File: src/logic/lsuPkg.sv
// lsuPkg shared widths and encodings for the uncached load/store unit
package lsuPkg;

  //////////////////////////////////////////////////
  // datapath
  //////////////////////////////////////////////////

  // data and address width, fixed for rv32
  localparam int xlen = 32;

  // memRW encoding, bit 1 is read and bit 0 is write
  typedef enum logic [1:0] {
    opNone  = 2'b00,
    opWrite = 2'b01,
    opRead  = 2'b10
  } memOp;

  // funct3 width codes for loads and stores
  // bit 2 set means zero extend on loads
  typedef enum logic [2:0] {
    byteSigned   = 3'b000,
    halfSigned   = 3'b001,
    word         = 3'b010,
    byteUnsigned = 3'b100,
    halfUnsigned = 3'b101
  } widthCode;

  // bus controller states
  typedef enum logic [1:0] {
    stIdle  = 2'b00,
    stFetch = 2'b01,
    stWrite = 2'b10,
    stDone  = 2'b11
  } busState;

endpackage

File: src/logic/memAccessCheck.sv
// memAccessCheck memory-stage address register and misalignment detection
module memAccessCheck (
  input  logic                    clk,
  input  logic                    rstN,
  input  logic                    stall,
  input  logic [lsuPkg::xlen-1:0] adrE,
  input  logic [1:0]              memRW,
  input  logic [2:0]              funct3,
  output logic [lsuPkg::xlen-1:0] adrM,
  output lsuPkg::memOp            request,
  output logic                    loadMisalignedFault,
  output logic                    storeMisalignedFault
);

  logic misaligned;
  lsuPkg::memOp rawOp;

  // execute to memory address register, frozen while the pipe stalls
  always_ff @(posedge clk or negedge rstN) begin
    if (!rstN) begin
      adrM <= '0;
    end else if (!stall) begin
      adrM <= adrE;
    end
  end

  // alignment depends only on the size bits of funct3
  always_comb begin
    case (funct3[1:0])
      2'b00:   misaligned = 1'b0;                // lb, lbu, sb
      2'b01:   misaligned = adrM[0];             // lh, lhu, sh
      2'b10:   misaligned = adrM[1] | adrM[0];   // lw, sw
      default: misaligned = 1'b1;                // no doubleword on rv32
    endcase
  end

  // decode memRW, both bits set is not a legal request
  always_comb begin
    case (memRW)
      2'b10:   rawOp = lsuPkg::opRead;
      2'b01:   rawOp = lsuPkg::opWrite;
      default: rawOp = lsuPkg::opNone;
    endcase
  end

  // faults go straight to the cpu in the request cycle
  assign loadMisalignedFault  = misaligned & memRW[1];
  assign storeMisalignedFault = misaligned & memRW[0];

  // a faulting access never reaches the bus controller
  assign request = misaligned ? lsuPkg::opNone : rawOp;

endmodule

File: src/logic/busFsm.sv
// busFsm bus sequencer for line fetches and single-word uncached stores
module busFsm #(
  parameter int wordsPerLine = 4
) (
  input  logic                            clk,
  input  logic                            rstN,
  input  lsuPkg::memOp                    request,
  input  logic [lsuPkg::xlen-1:0]         adrM,
  input  logic                            busAck,
  output logic                            busRead,
  output logic                            busWrite,
  output logic [lsuPkg::xlen-1:0]         busAdr,
  output logic [$clog2(wordsPerLine)-1:0] wordCount,
  output logic                            lsuStall,
  output logic                            capture
);

  localparam int logWpl     = $clog2(wordsPerLine);
  // byte offset bits within one line
  localparam int offsetBits = logWpl + 2;

  lsuPkg::busState state;
  lsuPkg::busState nextState;

  logic                    lastBeat;
  logic [lsuPkg::xlen-1:0] lineBase;
  logic [lsuPkg::xlen-1:0] fetchAdr;

  //////////////////////////////////////////////////
  // state register
  //////////////////////////////////////////////////

  always_ff @(posedge clk or negedge rstN) begin
    if (!rstN) begin
      state <= lsuPkg::stIdle;
    end else begin
      state <= nextState;
    end
  end

  // final beat of the line
  assign lastBeat = (wordCount == logWpl'(wordsPerLine - 1));

  always_comb begin
    nextState = state;
    case (state)
      lsuPkg::stIdle: begin
        if (request == lsuPkg::opRead) begin
          nextState = lsuPkg::stFetch;
        end else if (request == lsuPkg::opWrite) begin
          nextState = lsuPkg::stWrite;
        end
      end
      // wait states just hold here until the ack
      lsuPkg::stFetch: begin
        if (busAck && lastBeat) begin
          nextState = lsuPkg::stDone;
        end
      end
      lsuPkg::stWrite: begin
        if (busAck) begin
          nextState = lsuPkg::stDone;
        end
      end
      // one cycle for the cpu to advance, then back to idle
      // so a held request is not issued twice
      lsuPkg::stDone: nextState = lsuPkg::stIdle;
      default:        nextState = lsuPkg::stIdle;
    endcase
  end

  //////////////////////////////////////////////////
  // beat counter
  //////////////////////////////////////////////////

  always_ff @(posedge clk or negedge rstN) begin
    if (!rstN) begin
      wordCount <= '0;
    end else if (capture) begin
      // wrap to zero for the next line
      wordCount <= lastBeat ? '0 : wordCount + 1'b1;
    end
  end

  //////////////////////////////////////////////////
  // bus outputs
  //////////////////////////////////////////////////

  assign busRead  = (state == lsuPkg::stFetch);
  assign busWrite = (state == lsuPkg::stWrite);

  // slot enable, each slot compares wordCount with its own index
  assign capture = busRead & busAck;

  // line base is adrM with the line offset cleared
  assign lineBase = {adrM[lsuPkg::xlen-1:offsetBits], {offsetBits{1'b0}}};
  // beat k sits at base + 4k
  assign fetchAdr = lineBase
                  + {{(lsuPkg::xlen - offsetBits){1'b0}}, wordCount, 2'b00};

  // stores go out at the unmodified address
  assign busAdr = busRead ? fetchAdr : adrM;

  // stall from the request cycle up to, not including, the done cycle
  assign lsuStall = (request != lsuPkg::opNone) && (state != lsuPkg::stDone);

endmodule

File: src/logic/fetchSlot.sv
// fetchSlot one word of the line fetch buffer with select gated output
module fetchSlot #(
  parameter int slotIndex    = 0,
  parameter int wordsPerLine = 4
) (
  input  logic                            clk,
  input  logic                            rstN,
  input  logic                            capture,
  input  logic [$clog2(wordsPerLine)-1:0] wordCount,
  input  logic [$clog2(wordsPerLine)-1:0] wordSel,
  input  logic [lsuPkg::xlen-1:0]         busRdata,
  output logic [lsuPkg::xlen-1:0]         slotWord
);

  localparam int logWpl = $clog2(wordsPerLine);

  logic [lsuPkg::xlen-1:0] stored;

  // grab the beat meant for this slot
  always_ff @(posedge clk or negedge rstN) begin
    if (!rstN) begin
      stored <= '0;
    end else if (capture && (wordCount == logWpl'(slotIndex))) begin
      stored <= busRdata;
    end
  end

  // zero when unselected so the slots can be ORed together
  assign slotWord = (wordSel == logWpl'(slotIndex)) ? stored : '0;

endmodule

File: src/logic/subwordRead.sv
// subwordRead merges the fetch slots and extracts and extends the load data
module subwordRead #(
  parameter int wordsPerLine = 4
) (
  input  logic [wordsPerLine*lsuPkg::xlen-1:0] slotWords,
  input  logic [1:0]                           byteOffset,
  input  logic [2:0]                           funct3,
  output logic [lsuPkg::xlen-1:0]              readData
);

  logic [lsuPkg::xlen-1:0] wordData;
  logic [7:0]              byteData;
  logic [15:0]             halfData;

  // only the selected slot is nonzero
  always_comb begin
    wordData = '0;
    for (int i = 0; i < wordsPerLine; i++) begin
      wordData = wordData | slotWords[i*lsuPkg::xlen +: lsuPkg::xlen];
    end
  end

  // byte lane pick, little endian
  always_comb begin
    case (byteOffset)
      2'b00:   byteData = wordData[7:0];
      2'b01:   byteData = wordData[15:8];
      2'b10:   byteData = wordData[23:16];
      default: byteData = wordData[31:24];
    endcase
  end

  // halfwords are aligned, so bit 1 picks the half
  assign halfData = byteOffset[1] ? wordData[31:16] : wordData[15:0];

  //////////////////////////////////////////////////
  // extension
  //////////////////////////////////////////////////

  always_comb begin
    case (lsuPkg::widthCode'(funct3))
      lsuPkg::byteSigned:   readData = {{24{byteData[7]}}, byteData};
      lsuPkg::halfSigned:   readData = {{16{halfData[15]}}, halfData};
      lsuPkg::byteUnsigned: readData = {24'b0, byteData};
      lsuPkg::halfUnsigned: readData = {16'b0, halfData};
      // word and anything unlisted pass the whole word
      default:              readData = wordData;
    endcase
  end

endmodule

File: src/logic/subwordWrite.sv
// subwordWrite replicates store data across byte lanes and forms the bus size
module subwordWrite (
  input  logic [lsuPkg::xlen-1:0] writeData,
  input  logic [2:0]              funct3,
  output logic [lsuPkg::xlen-1:0] busWdata,
  output logic [1:0]              busSize
);

  // lane replication so the memory can take the byte lanes it needs
  always_comb begin
    case (lsuPkg::widthCode'(funct3))
      lsuPkg::byteSigned,
      lsuPkg::byteUnsigned: begin
        busWdata = {4{writeData[7:0]}};
      end
      lsuPkg::halfSigned,
      lsuPkg::halfUnsigned: begin
        busWdata = {2{writeData[15:0]}};
      end
      // full word unchanged
      default: begin
        busWdata = writeData;
      end
    endcase
  end

  // size is log2 of the byte count, 0 byte 1 half 2 word
  assign busSize = funct3[1:0];

endmodule

File: src/logic/lsu.sv
// lsu uncached load/store unit top level with line fetch buffer
module lsu #(
  parameter int wordsPerLine = 4
) (
  input  logic                    clk,
  input  logic                    rstN,
  // cpu side
  input  logic                    stall,
  input  logic [lsuPkg::xlen-1:0] adrE,
  input  logic [1:0]              memRW,
  input  logic [2:0]              funct3,
  input  logic [lsuPkg::xlen-1:0] writeData,
  output logic                    lsuStall,
  output logic [lsuPkg::xlen-1:0] readData,
  output logic                    loadMisalignedFault,
  output logic                    storeMisalignedFault,
  // bus side
  output logic [lsuPkg::xlen-1:0] busAdr,
  output logic                    busRead,
  output logic                    busWrite,
  input  logic                    busAck,
  input  logic [lsuPkg::xlen-1:0] busRdata,
  output logic [lsuPkg::xlen-1:0] busWdata,
  output logic [1:0]              busSize
);

  localparam int logWpl = $clog2(wordsPerLine);

  logic [lsuPkg::xlen-1:0]              adrM;
  lsuPkg::memOp                         request;
  logic [logWpl-1:0]                    wordCount;
  logic [logWpl-1:0]                    wordSel;
  logic                                 capture;
  logic [wordsPerLine*lsuPkg::xlen-1:0] slotWords;

  // adrM register lives in here, enabled by ~stall
  memAccessCheck accessCheck (.clk, .rstN, .stall, .adrE, .memRW, .funct3,
                              .adrM, .request, .loadMisalignedFault,
                              .storeMisalignedFault);

  busFsm #(.wordsPerLine(wordsPerLine)) busCtrl (
    .clk, .rstN, .request, .adrM, .busAck,
    .busRead, .busWrite, .busAdr, .wordCount, .lsuStall, .capture
  );

  //////////////////////////////////////////////////
  // fetch buffer
  //////////////////////////////////////////////////

  // word within the line that the load wants
  assign wordSel = adrM[logWpl+1:2];

  for (genvar i = 0; i < wordsPerLine; i++) begin : fetchBuffer
    fetchSlot #(.slotIndex(i), .wordsPerLine(wordsPerLine)) slot (
      .clk, .rstN, .capture, .wordCount, .wordSel, .busRdata,
      .slotWord(slotWords[i*lsuPkg::xlen +: lsuPkg::xlen])
    );
  end

  // drain side, valid in the done cycle
  subwordRead #(.wordsPerLine(wordsPerLine)) readPath (
    .slotWords, .byteOffset(adrM[1:0]), .funct3, .readData
  );

  // store path
  subwordWrite writePath (.writeData, .funct3, .busWdata, .busSize);

endmodule

File: config.mk
export PLATFORM = sky130hd
export DESIGN_NAME = lsu
export DESIGN_NICKNAME = d
export VERILOG_FILES = /design/src/logic/lsuPkg.sv /design/src/logic/memAccessCheck.sv /design/src/logic/busFsm.sv /design/src/logic/fetchSlot.sv /design/src/logic/subwordRead.sv /design/src/logic/subwordWrite.sv /design/src/logic/lsu.sv
export SDC_FILE = /design/constraint.sdc
export NUM_CORES = 1
export LEC_CHECK = 0
export BUFFER_PORTS_ARGS = -buffer_cell sky130_fd_sc_hd__buf_2
export CAP_MARGIN = 10
export CORE_ASPECT_RATIO = 0.7
export CORE_MARGIN = 8
export CORE_UTILIZATION = 49
export CTS_CLUSTER_DIAMETER = 60
export DETAILED_ROUTE_END_ITERATION = 8
export PLACE_DENSITY = 0.84
export SLEW_MARGIN = 10
export SYNTH_ARGS = -nofsm -noshare
export SYNTH_HDL_FRONTEND = slang
export SYNTH_SLANG_ARGS = --single-unit
File: constraint.sdc
create_clock -name clk -period 2 [get_ports clk]
set_clock_uncertainty 0.2 [all_clocks]
set_input_delay 0.3 -clock clk [delete_from_list [all_inputs] [get_ports clk]]
set_output_delay 0.3 -clock clk [all_outputs]
set_load 0.02 [all_outputs]
==> metrics.md, run 1 <==
| Metric | Value |
|---|---|
| Die Wd | `~170 um` |
| CTS H-Tree Depth | `4` |
| Reg2reg path depth | `7` |
| Worst setup margin | `-930 ps` |
| Pwr dens | `roughly 1300 mW/mm^2` |
| Share of layout cells above drive strength 1 | `0.635` |
| Static Leak | `between 5 and 6 nW` |
| Synth top area share | `0.479` |
| RSZ-0062 raised after global routing | `yes` |
| Hold Crit Class | `in2reg` |
| Startpoint Class | `flip-flop` |
| Share of power burned in registers | `0.351` |
| GRT overflow | `0` |
| Area leader, netlist | `dfrtp_1` |
| Post-route core utilization | `0.712` |
| Mean Syn Cell Area | `between 10 and 15 sq um` |
| Die Ht | `between 100 and 150 um` |
| Antenna Nets Post-Route | `0` |
| Final Cycle Share | `1.46` |
| Vias per std cell | `~5.6` |
| Pins over their slew limit | `0` |
| Switch Pwr | `about 5.2 mW` |
| Synth Warn # | `0` |
| Detailed Routing Iterations Pass 1 | `5` |
| Worst hold stages | `3` |
| DRC viols | `0` |
| Layout Nets | `1,046` |
| Worst skew pair latency | `approximately 430 ps` |
| Clk pwr share | `0.225` |
| VDD IR-drop max | `roughly 670 uV` |
| Synth-to-Final Area Change | `42.6%` |
| DR WL/cell | `22.8 um` |
| Register area share after synthesis | `0.479` |
| WP data arrival | `~2400 ps` |
| DR iter-0 viols | `537` |
| Final HPWL DP | `approximately 18,000 um` |
| Syn nets | `about 750` |
| Yosys cell types | `44` |
| Register area | `roughly 0.004 sq mm` |
| End of the worst hold path | `busCtrl.wordCount[0]` |
| Hold Startpoint | `busAck` |
| Max_cap viols | `0` |
| Io pins | `about 210` |
| Worst setup EP type | `output pin` |
| Tot GR Track Use | `0.239` |
| R2R Setup Slk | `-20 ps` |
| Placer congestion estimate | `0.930` |
| Fin crit period | `between 2000 and 3000 ps` |
| Pin count of the biggest net entering global routing | `59` |
| Global-route wire length before repair | `~41,000 um` |
| Status | `finished, violations left` |
| Core Box Area | `~0.017 sq mm` |
| Synth top area cells | `dfrtp_1 48%, mux2_2 24%, mux4_2 8.7%` |
| Synth async-reset ratio | `1.00` |
| R2R Path Start | `accessCheck.adrM[0]` |
| Post-Route WL | `~27,000 um` |
| CP Max Fanout | `4` |
| Multi-input gate area | `between 0.004 and 0.005 sq mm` |
| Vias in the first global route | `7,176` |
| Routed via count | `approximately 6.7k` |
| Die area | `around 0.022 sq mm` |
| Cell Area, Synth | `0.00857 sq mm` |
| Failing checks | `setup timing` |
| Top_reg_cell synth | `dfrtp_1` |
| Commonest cells post-synth | `181 x mux2_2, 164 x dfrtp_1, 41 x buf_4` |
| Maximum clock path buffer count | `2` |
| Endpoints failing setup | `39` |
| EDFF count, synth | `0` |
| Int Pwr | `10.4 mW` |
| Fillers | `approximately 1.1k` |
| Worst slack, placed | `-473 ps` |
| Worst path required time | `roughly 1500 ps` |
| Combinational share of power | `0.424` |
| CTS tree | `built` |
| Slew HR | `0.744` |
| Row count | `40` |
| Count leader, synth | `mux2_2` |
| Cells after Synth | `633` |
| FF-to-FF End | `busCtrl.state[0]` |
| Switch share | `0.336` |
| PortBufs | `~210` |
| #FFs+latches synth | `approximately 160` |
| Initial antenna violation count | `5` |
| Final setup TNS | `-28,060 ps` |
| Max frequency | `roughly 340 MHz` |
| Initial Util | `0.499` |
| Cts bufs inserted | `17` |
| CP Class | `reg2out` |
| # clock sinks | `~160` |
| Root Buffer | `clkbuf_16` |
| Post-DP Area | `between 0.01 and 0.015 sq mm` |
| Clock-pin slew on the worst setup and hold paths | `60 ps` |
| Hold Fails Final Rpt | `0` |
| Worst-Margin Slew | `approximately 380 ps` |
| Final instance area | `about 0.012 sq mm` |
-- area by class of cell --
type,count,share of cell area
timing repair buffer,363,0.236
clock inverter,12,0.0143
inverter,6,0.00184
clock buffer,20,0.0374
multi-input combinational,380,0.350
sequential,164,0.336
tap,231,0.0236
antenna,4,0.000819
-- sequential cells by signal, indices dropped and copies added (netlist names) --
| register | cells |
|---|---|
| accessCheck.adrM | 32 |
| busCtrl.state | 2 |
| busCtrl.wordCount | 2 |
| fetchBuffer.slot.stored | 128 |
-- per-stage QoR --
| stage | std cells | power, mW | hold WS, ps |
|---|---|---|---|
| 2_1_floorplan | 633 | 9.11 | -196 |
| 3_3_place_gp | 1055 | 10.7 | 17.1 |
| 3_5_place_dp | 1055 | 11.0 | 6.42 |
| 4_1_cts | 1168 | 15.3 | 46.2 |
| 5_1_grt | 1179 | 16.3 | 106 |
| 6_report | 1180 | 15.6 | 89.4 |
-- timing repair --
| action | 4_1_cts | 5_1_grt |
|---|---|---|
| setup buffers | 13 | 9 |
| hold endpoints to repair | 323 | 0 |
| cloned | 3 | 1 |
| setup endpoints to repair | 48 | 47 |
| pin swaps | 17 | 13 |
| hold buffers | 65 | 0 |
| resized for setup | 97 | 37 |
-- power groups by stage --
stage	Sequential [mW]	Clock (mW)	Combinational, mW
floorplan	5.16	0	3.96
CTS	5.42	3.54	6.30
global placement	5.36	0	5.38
detailed placement	5.45	0	5.55
finish	5.49	3.51	6.62
global route	5.62	3.70	6.98
-- critical path, stage by stage, from the launching register on --
cell and delay [ps]:
dfrtp_2 400, buf_4 120, mux4_2 540, o2111ai_4 280, buf_12 160, buf_4 110
nand4_1 160, buf_2 220
-- placed cells by master (no fill, tap or decap), types with 5 or more instances in the layout --
cell	Yosys	final
o22ai_2	0	8
nand3_4	2	9
mux4_2	33	33
buf_2	4	173
nand2_1	28	27
a31oi_4	0	5
nand4_1	14	14
o21a_1	9	9
buf_12	1	17
dfrtp_1	164	161
nor3_1	11	9
mux2_4	1	9
mux2_2	181	173
o21ai_0	8	7
nand3_1	5	5
ha_1	9	8
dlygate4sd3_1	0	65
a211oi_2	0	7
clkbuf_16	0	18
a21oi_1	8	5
buf_6	1	35
buf_4	41	67
mux2i_1	11	11
-- layer usage --
metal / track usage / share of wire
met5: 0 / 0.00078
met4: 0.102 / 0.027
met3: 0.0741 / 0.083
met2: 0.395 / 0.49
met1: 0.287 / 0.40
-- logic make-up (layout without fill, tap and decap cells) --
group | after synthesis | count (layout) | share of synthesized area
AO/OA/AOI/OAI | 58 | 58 | 0.0458
XOR/XNOR | 1 | 1 | 0.00102
adder cells (fa/ha/maj) | 9 | 9 | 0.0131
buffers and inverters | 90 | 401 | 0.0633
flip-flops | 164 | 164 | 0.479
multiplexers | 226 | 226 | 0.339
other | 0 | 4 | 0
AND/OR/NAND/NOR | 85 | 86 | 0.0590
-- how the worst max path moves through the flow --
| stage | cells past startpoint | end | slack (ps) | start |
|---|---|---|---|---|
| 2_1_floorplan | 6 | readData[17] | -270 | accessCheck.adrM[2] |
| 3_3_place_gp | 6 | readData[11] | -450 | accessCheck.adrM[2] |
| 3_5_place_dp | 6 | readData[11] | -470 | accessCheck.adrM[2] |
| 4_1_cts | 7 | readData[19] | -880 | accessCheck.adrM[2] |
| 5_1_grt | 7 | readData[27] | -980 | accessCheck.adrM[2] |
| 6_report | 7 | readData[27] | -930 | accessCheck.adrM[2] |
No activity file was read; power rests on OpenSTA's default activity.
==> inputs of run 2 (changes only) <==
- REMOVE_ABC_BUFFERS: unset -> 1
==> metrics.md, run 2 (same netlist as run 1, synthesis figures left out) <==
| Metric | Value |
|---|---|
| CTS tree | `built` |
| CP Class | `reg2out` |
| Fin crit period | `slightly below 3000 ps` |
| Fillers | `~1.1k` |
| Share of layout cells above drive strength 1 | `0.634` |
| Antenna Nets Post-Route | `0` |
| Final HPWL DP | `16,900 um` |
| Static Leak | `5.68 nW` |
| VDD IR-drop max | `754 uV` |
| Max_cap viols | `0` |
| Global-route wire length before repair | `between 30,000 and 40,000 um` |
| GRT overflow | `0` |
| Final Cycle Share | `1.44` |
| Die Ht | `127 um` |
| Io pins | `208` |
| Root Buffer | `clkbuf_16` |
| Placer congestion estimate | `approximately 0.79` |
| DR iter-0 viols | `slightly below 600` |
| Max frequency | `between 300 and 400 MHz` |
| CTS H-Tree Depth | `4` |
| DR WL/cell | `~23 um` |
| Commonest non-fill, non-tap cell in the layout | `buf_2` |
| Status | `finished, violations left` |
| Vias in the first global route | `approximately 7k` |
| Pin count of the biggest net entering global routing | `55` |
| Total Power | `15.4 mW` |
| Synth-to-Final Area Change | `42.1%` |
| Worst setup EP type | `output pin` |
| Clock-pin slew on the worst setup and hold paths | `70 ps` |
| Detailed Routing Iterations Pass 1 | `5` |
| DRC viols | `0` |
| # clock sinks | `about 160` |
| R2R Setup Slk | `-160 ps` |
| Pins over their slew limit | `0` |
| Commonest cells after routing, fill and taps aside | `178 x buf_2, 169 x mux2_2, 161 x dfrtp_1, 65 x dlygate4sd3_1, 51 x buf_4` |
| Startpoint Class | `flip-flop` |
| Die Wd | `between 150 and 200 um` |
| Worst-Margin Slew | `between 700 and 800 ps` |
| Tot GR Track Use | `0.227` |
| Row count | `40` |
| Initial Util | `0.499` |
| Slew HR | `0.498` |
| Vias per std cell | `5.71` |
| Die area | `0.0221 sq mm` |
| Max reg flops | `128` |
| Core Box Area | `~0.017 sq mm` |
| Number of diodes | `0` |
| CP Max Fanout | `6` |
| Endpoints failing setup | `47` |
| Reg2reg path depth | `8` |
| Failing checks | `setup timing` |
| Worst skew pair latency | `around 430 ps` |
| Largest regs | `fetchBuffer.slot.stored x128, accessCheck.adrM x32` |
| Top reg by flops | `fetchBuffer.slot.stored` |
| Maximum clock path buffer count | `2` |
| R2R Path Start | `accessCheck.adrM[1]` |
| Initial antenna violation count | `1` |
| Final setup TNS | `-28,450 ps` |
| Cts bufs inserted | `17` |
| Hold Startpoint | `busAck` |
| Worst hold stages | `3` |
| Layout Nets | `roughly 1.0k` |
| WP data arrival | `2380 ps` |
| Hold Fails Final Rpt | `0` |
| Post-DP Area | `approximately 0.01 sq mm` |
| Worst setup margin | `-885 ps` |
| Pwr dens | `about 1300 mW/mm^2` |
| Hold Crit Class | `in2reg` |
| FF-to-FF End | `busCtrl.state[0]` |
| RSZ-0062 raised after global routing | `yes` |
| End of the worst hold path | `busCtrl.wordCount[0]` |
| Worst path required time | `about 1500 ps` |
| PortBufs | `a little over 200` |
| Final instance area | `0.0122 sq mm` |
| Post-Route WL | `approximately 27,000 um` |
| Routed via count | `6,704` |
run 2: cell type report:
cell class | instances | area (sq um) | area share
multi-input combinational | 380 | 4270 | 0.351
sequential | 164 | 4110 | 0.337
timing repair buffer | 361 | 2870 | 0.236
clock buffer | 21 | 470 | 0.0386
tap | 231 | 289 | 0.0237
clock inverter | 11 | 150 | 0.0123
inverter | 6 | 22.5 | 0.00185
run 2: worst max path at each step:
stage | from | endpoint | slack (ps) | depth (start not counted)
after global placement | funct3[1] | readData[4] | -510 | 8
after CTS | accessCheck.adrM[2] | readData[26] | -860 | 6
after detailed placement | funct3[0] | readData[4] | -560 | 7
final | accessCheck.adrM[2] | readData[26] | -880 | 7
after floorplan | accessCheck.adrM[2] | readData[17] | -1830 | 3
after global routing | accessCheck.adrM[2] | readData[9] | -960 | 7
run 2: metal layers:
layer / routed length (um) / vias to the layer above / global-route usage
met1: 10700 / 3414 / 0.274
met5: 12 / - / 0
met3: 2160 / 47 / 0.0720
li1: - / 2928 / -
met4: 550 / 2 / 0.0591
met2: 13300 / 313 / 0.391
run 2: report_power, final:
group	internal (mW)	total (mW)	switching, mW
clock	2.07	3.41	1.35
sequential	4.68	5.48	0.804
combinational	3.50	6.48	2.98
total	10.2	15.4	5.13
run 2: per-stage QoR:
step | hold slack (ps) | setup slack (ps) | instances | util
floorplan | -196 | -1830 | 549 | -
global placement | -15.3 | -513 | 1046 | 0.583
detailed placement | -14.9 | -556 | 1046 | 0.583
CTS | 74.5 | -860 | 1162 | 0.688
global route | 99.2 | -961 | 1174 | 0.710
finish | 94.1 | -885 | 1174 | 0.710
run 2: worst max-delay path, stage by stage, from the launching register on:
cell and delay [ps]:
dfrtp_2 460, buf_6 130, mux4_2 540, o2111ai_4 220
buf_12 170, buf_8 130, nand4_1 110, buf_2 190
run 2: what timing repair did:
| action | CTS | global route |
|---|---|---|
| resized for setup | 98 | 52 |
| hold buffers | 65 | 0 |
| cloned | 1 | 3 |
| pin swaps | 9 | 11 |
| endpoints found under the hold margin | 320 | 0 |
| buffers inserted | 20 | 9 |
| setup endpoints to repair | 51 | 52 |
==> inputs of run 3 (changes only) <==
- CELL_PAD_IN_SITES_DETAIL_PLACEMENT: unset -> 1
- CELL_PAD_IN_SITES_GLOBAL_PLACEMENT: unset -> 1
- CORE_UTILIZATION: 49 -> 39
- GPL_ROUTABILITY_DRIVEN: unset -> 0
- PLACE_DENSITY: 0.84 -> 0.83
- SETUP_SLACK_MARGIN: unset -> 0.1
==> metrics.md, run 3 (same netlist as run 1, synthesis figures left out) <==
| Metric | Value |
|---|---|
| Status | `finished, violations left` |
| Failing checks | `setup timing` |
| Core Box Area | `roughly 0.022 sq mm` |
| Row count | `45` |
| CP delay by family, top | `buffers and inverters` |
| Top reg by flops | `fetchBuffer.slot.stored` |
| Worst path required time | `roughly 1500 ps` |
| Share of layout cells above drive strength 1 | `0.639` |
| Synth-to-Final Area Change | `47.2%` |
| Maximum clock path buffer count | `2` |
| Die Ht | `between 100 and 150 um` |
| Max frequency | `340 MHz` |
| DR iter-0 viols | `slightly above 500` |
| DRC viols | `0` |
| Endpoints failing setup | `41` |
| Pwr dens | `~1300 mW/mm^2` |
| R2R Path Start | `accessCheck.adrM[1]` |
| Worst-Margin Slew | `approximately 1000 ps` |
| CTS H-Tree Depth | `4` |
| Final HPWL DP | `between 15,000 and 20,000 um` |
| Worst skew pair latency | `between 400 and 500 ps` |
| Fin crit period | `2940 ps` |
| Hold Crit Class | `in2reg` |
| CTS tree | `built` |
| Die Wd | `~190 um` |
| R2R Setup Slk | `-140 ps` |
| Max reg flops | `between 100 and 150` |
| Bufs and invs on worst path | `3` |
| Hold Fails Final Rpt | `0` |
| Worst setup margin | `-944 ps` |
| Worst setup EP type | `output pin` |
| Pin count of the biggest net entering global routing | `a little under 50` |
| Vias per std cell | `5.68` |
| CP Class | `reg2out` |
| RSZ-0062 raised after global routing | `yes` |
| Global-route wire length before repair | `44,400 um` |
| Startpoint Class | `flip-flop` |
| DR WL/cell | `~28 um` |
| Commonest non-fill, non-tap cell in the layout | `buf_2` |
| Slew HR | `0.351` |
| Pins over their slew limit | `0` |
| PortBufs | `between 200 and 250` |
| Worst hold stages | `3` |
| Final instance area | `~0.013 sq mm` |
| Static Leak | `6.04 nW` |
| Reg2reg path depth | `8` |
| End of the worst hold path | `busCtrl.state[1]` |
| Crit-path cells | `buf_12 -> mux4_2 -> o2111ai_4 -> buf_4 -> nand4_1 -> buf_2` |
| Initial antenna violation count | `4` |
| Final Cycle Share | `1.47` |
| Commonest cells after routing, fill and taps aside | `172 x buf_2, 162 x dfrtp_1, 113 x mux2_2, 69 x mux2_4, 68 x buf_4` |
| WP data arrival | `about 2400 ps` |
| Crit-path max cell delay | `~540 ps` |
| Die area | `0.0271 sq mm` |
| FF-to-FF End | `busCtrl.state[1]` |
| Fillers | `between 2k and 2.5k` |
| Initial Util | `0.397` |
| Vias in the first global route | `7,452` |
| Io pins | `around 210` |
| CP max-delay cell | `mux4_2` |
| Clock-pin slew on the worst setup and hold paths | `70 ps` |
| Post-route core utilization | `0.584` |
| Post-Route WL | `34,300 um` |
| Largest regs | `fetchBuffer.slot.stored x128, accessCheck.adrM x32` |
| VDD IR-drop max | `approximately 560 uV` |
| Post-DP Area | `about 0.01 sq mm` |
| Routed via count | `7,020` |
| CP Max Fanout | `8` |
| GRT overflow | `0` |
| Layout Nets | `1,052` |
| # clock sinks | `164` |
| Root Buffer | `clkbuf_16` |
| Crit. Startpoint | `accessCheck.adrM[2]` |
| Hold Startpoint | `memRW[0]` |
| Antenna Nets Post-Route | `0` |
| Cts bufs inserted | `17` |
| Tot GR Track Use | `0.209` |
| Detailed Routing Iterations Pass 1 | `7` |
| Max_cap viols | `0` |
-- run 3: timing repair --
action,CTS,global route
setup buffers,14,17
cloned,1,11
gates resized for setup,93,118
pin swaps,12,14
setup endpoints to repair,60,138
endpoints found under the hold margin,232,0
hold buffers,65,0
-- run 3: worst reg2reg max path: stages, from the launching register on --
cell     delay (ps)
dfrtp_2         470
buf_6           160
o21a_1          180
o22a_2          220
buf_4           140
buf_4           130
buf_4           140
o32ai_2         250
mux2i_1         120
-- run 3: layout make-up --
type | count | area [sq um] | area share
Antenna cell | 3 | 7.51 | 0.000595
Clock buffer | 19 | 443 | 0.0351
Clock inverter | 13 | 123 | 0.00972
Inverter | 6 | 25.0 | 0.00198
Multi-Input combinational cell | 379 | 4470 | 0.354
Sequential cell | 164 | 4110 | 0.325
Tap cell | 282 | 353 | 0.0280
Timing Repair Buffer | 370 | 3090 | 0.245
-- run 3: how the worst max path moves through the flow --
stage / endpoint / slack (ps) / depth (start not counted)
6_report: readData[26] / -940 / 6
5_1_grt: readData[20] / -990 / 7
3_5_place_dp: readData[10] / -440 / 7
2_1_floorplan: readData[17] / -1830 / 3
4_1_cts: readData[20] / -860 / 7
3_3_place_gp: readData[0] / -450 / 7
-- run 3: power breakdown --
group / switching (mW) / internal [mW]
Sequential: 0.945 / 4.68
Combinational: 3.32 / 3.93
Clock: 1.52 / 1.76
-- run 3: per-stage QoR --
stage	instances	total power, mW	setup WS [ps]	setup TNS [ps]	hold slack, ps
3_3_place_gp	1094	10.5	-449	-12250	69.2
4_1_cts	1206	14.7	-865	-27250	71.7
3_5_place_dp	1094	10.8	-443	-12690	68.6
5_1_grt	1236	16.8	-993	-31920	153
2_1_floorplan	549	8.79	-1830	-136320	-196
6_report	1236	16.2	-944	-29720	140
-- run 3: layer usage --
layer  wire, um  vias to the layer above  global-route usage
met1      14200                     3659               0.258
met4       1100                        2              0.0739
met3       2010                       94              0.0457
met2      17000                      343               0.359
met5          8                        -                   0
li1           -                     2922                   -
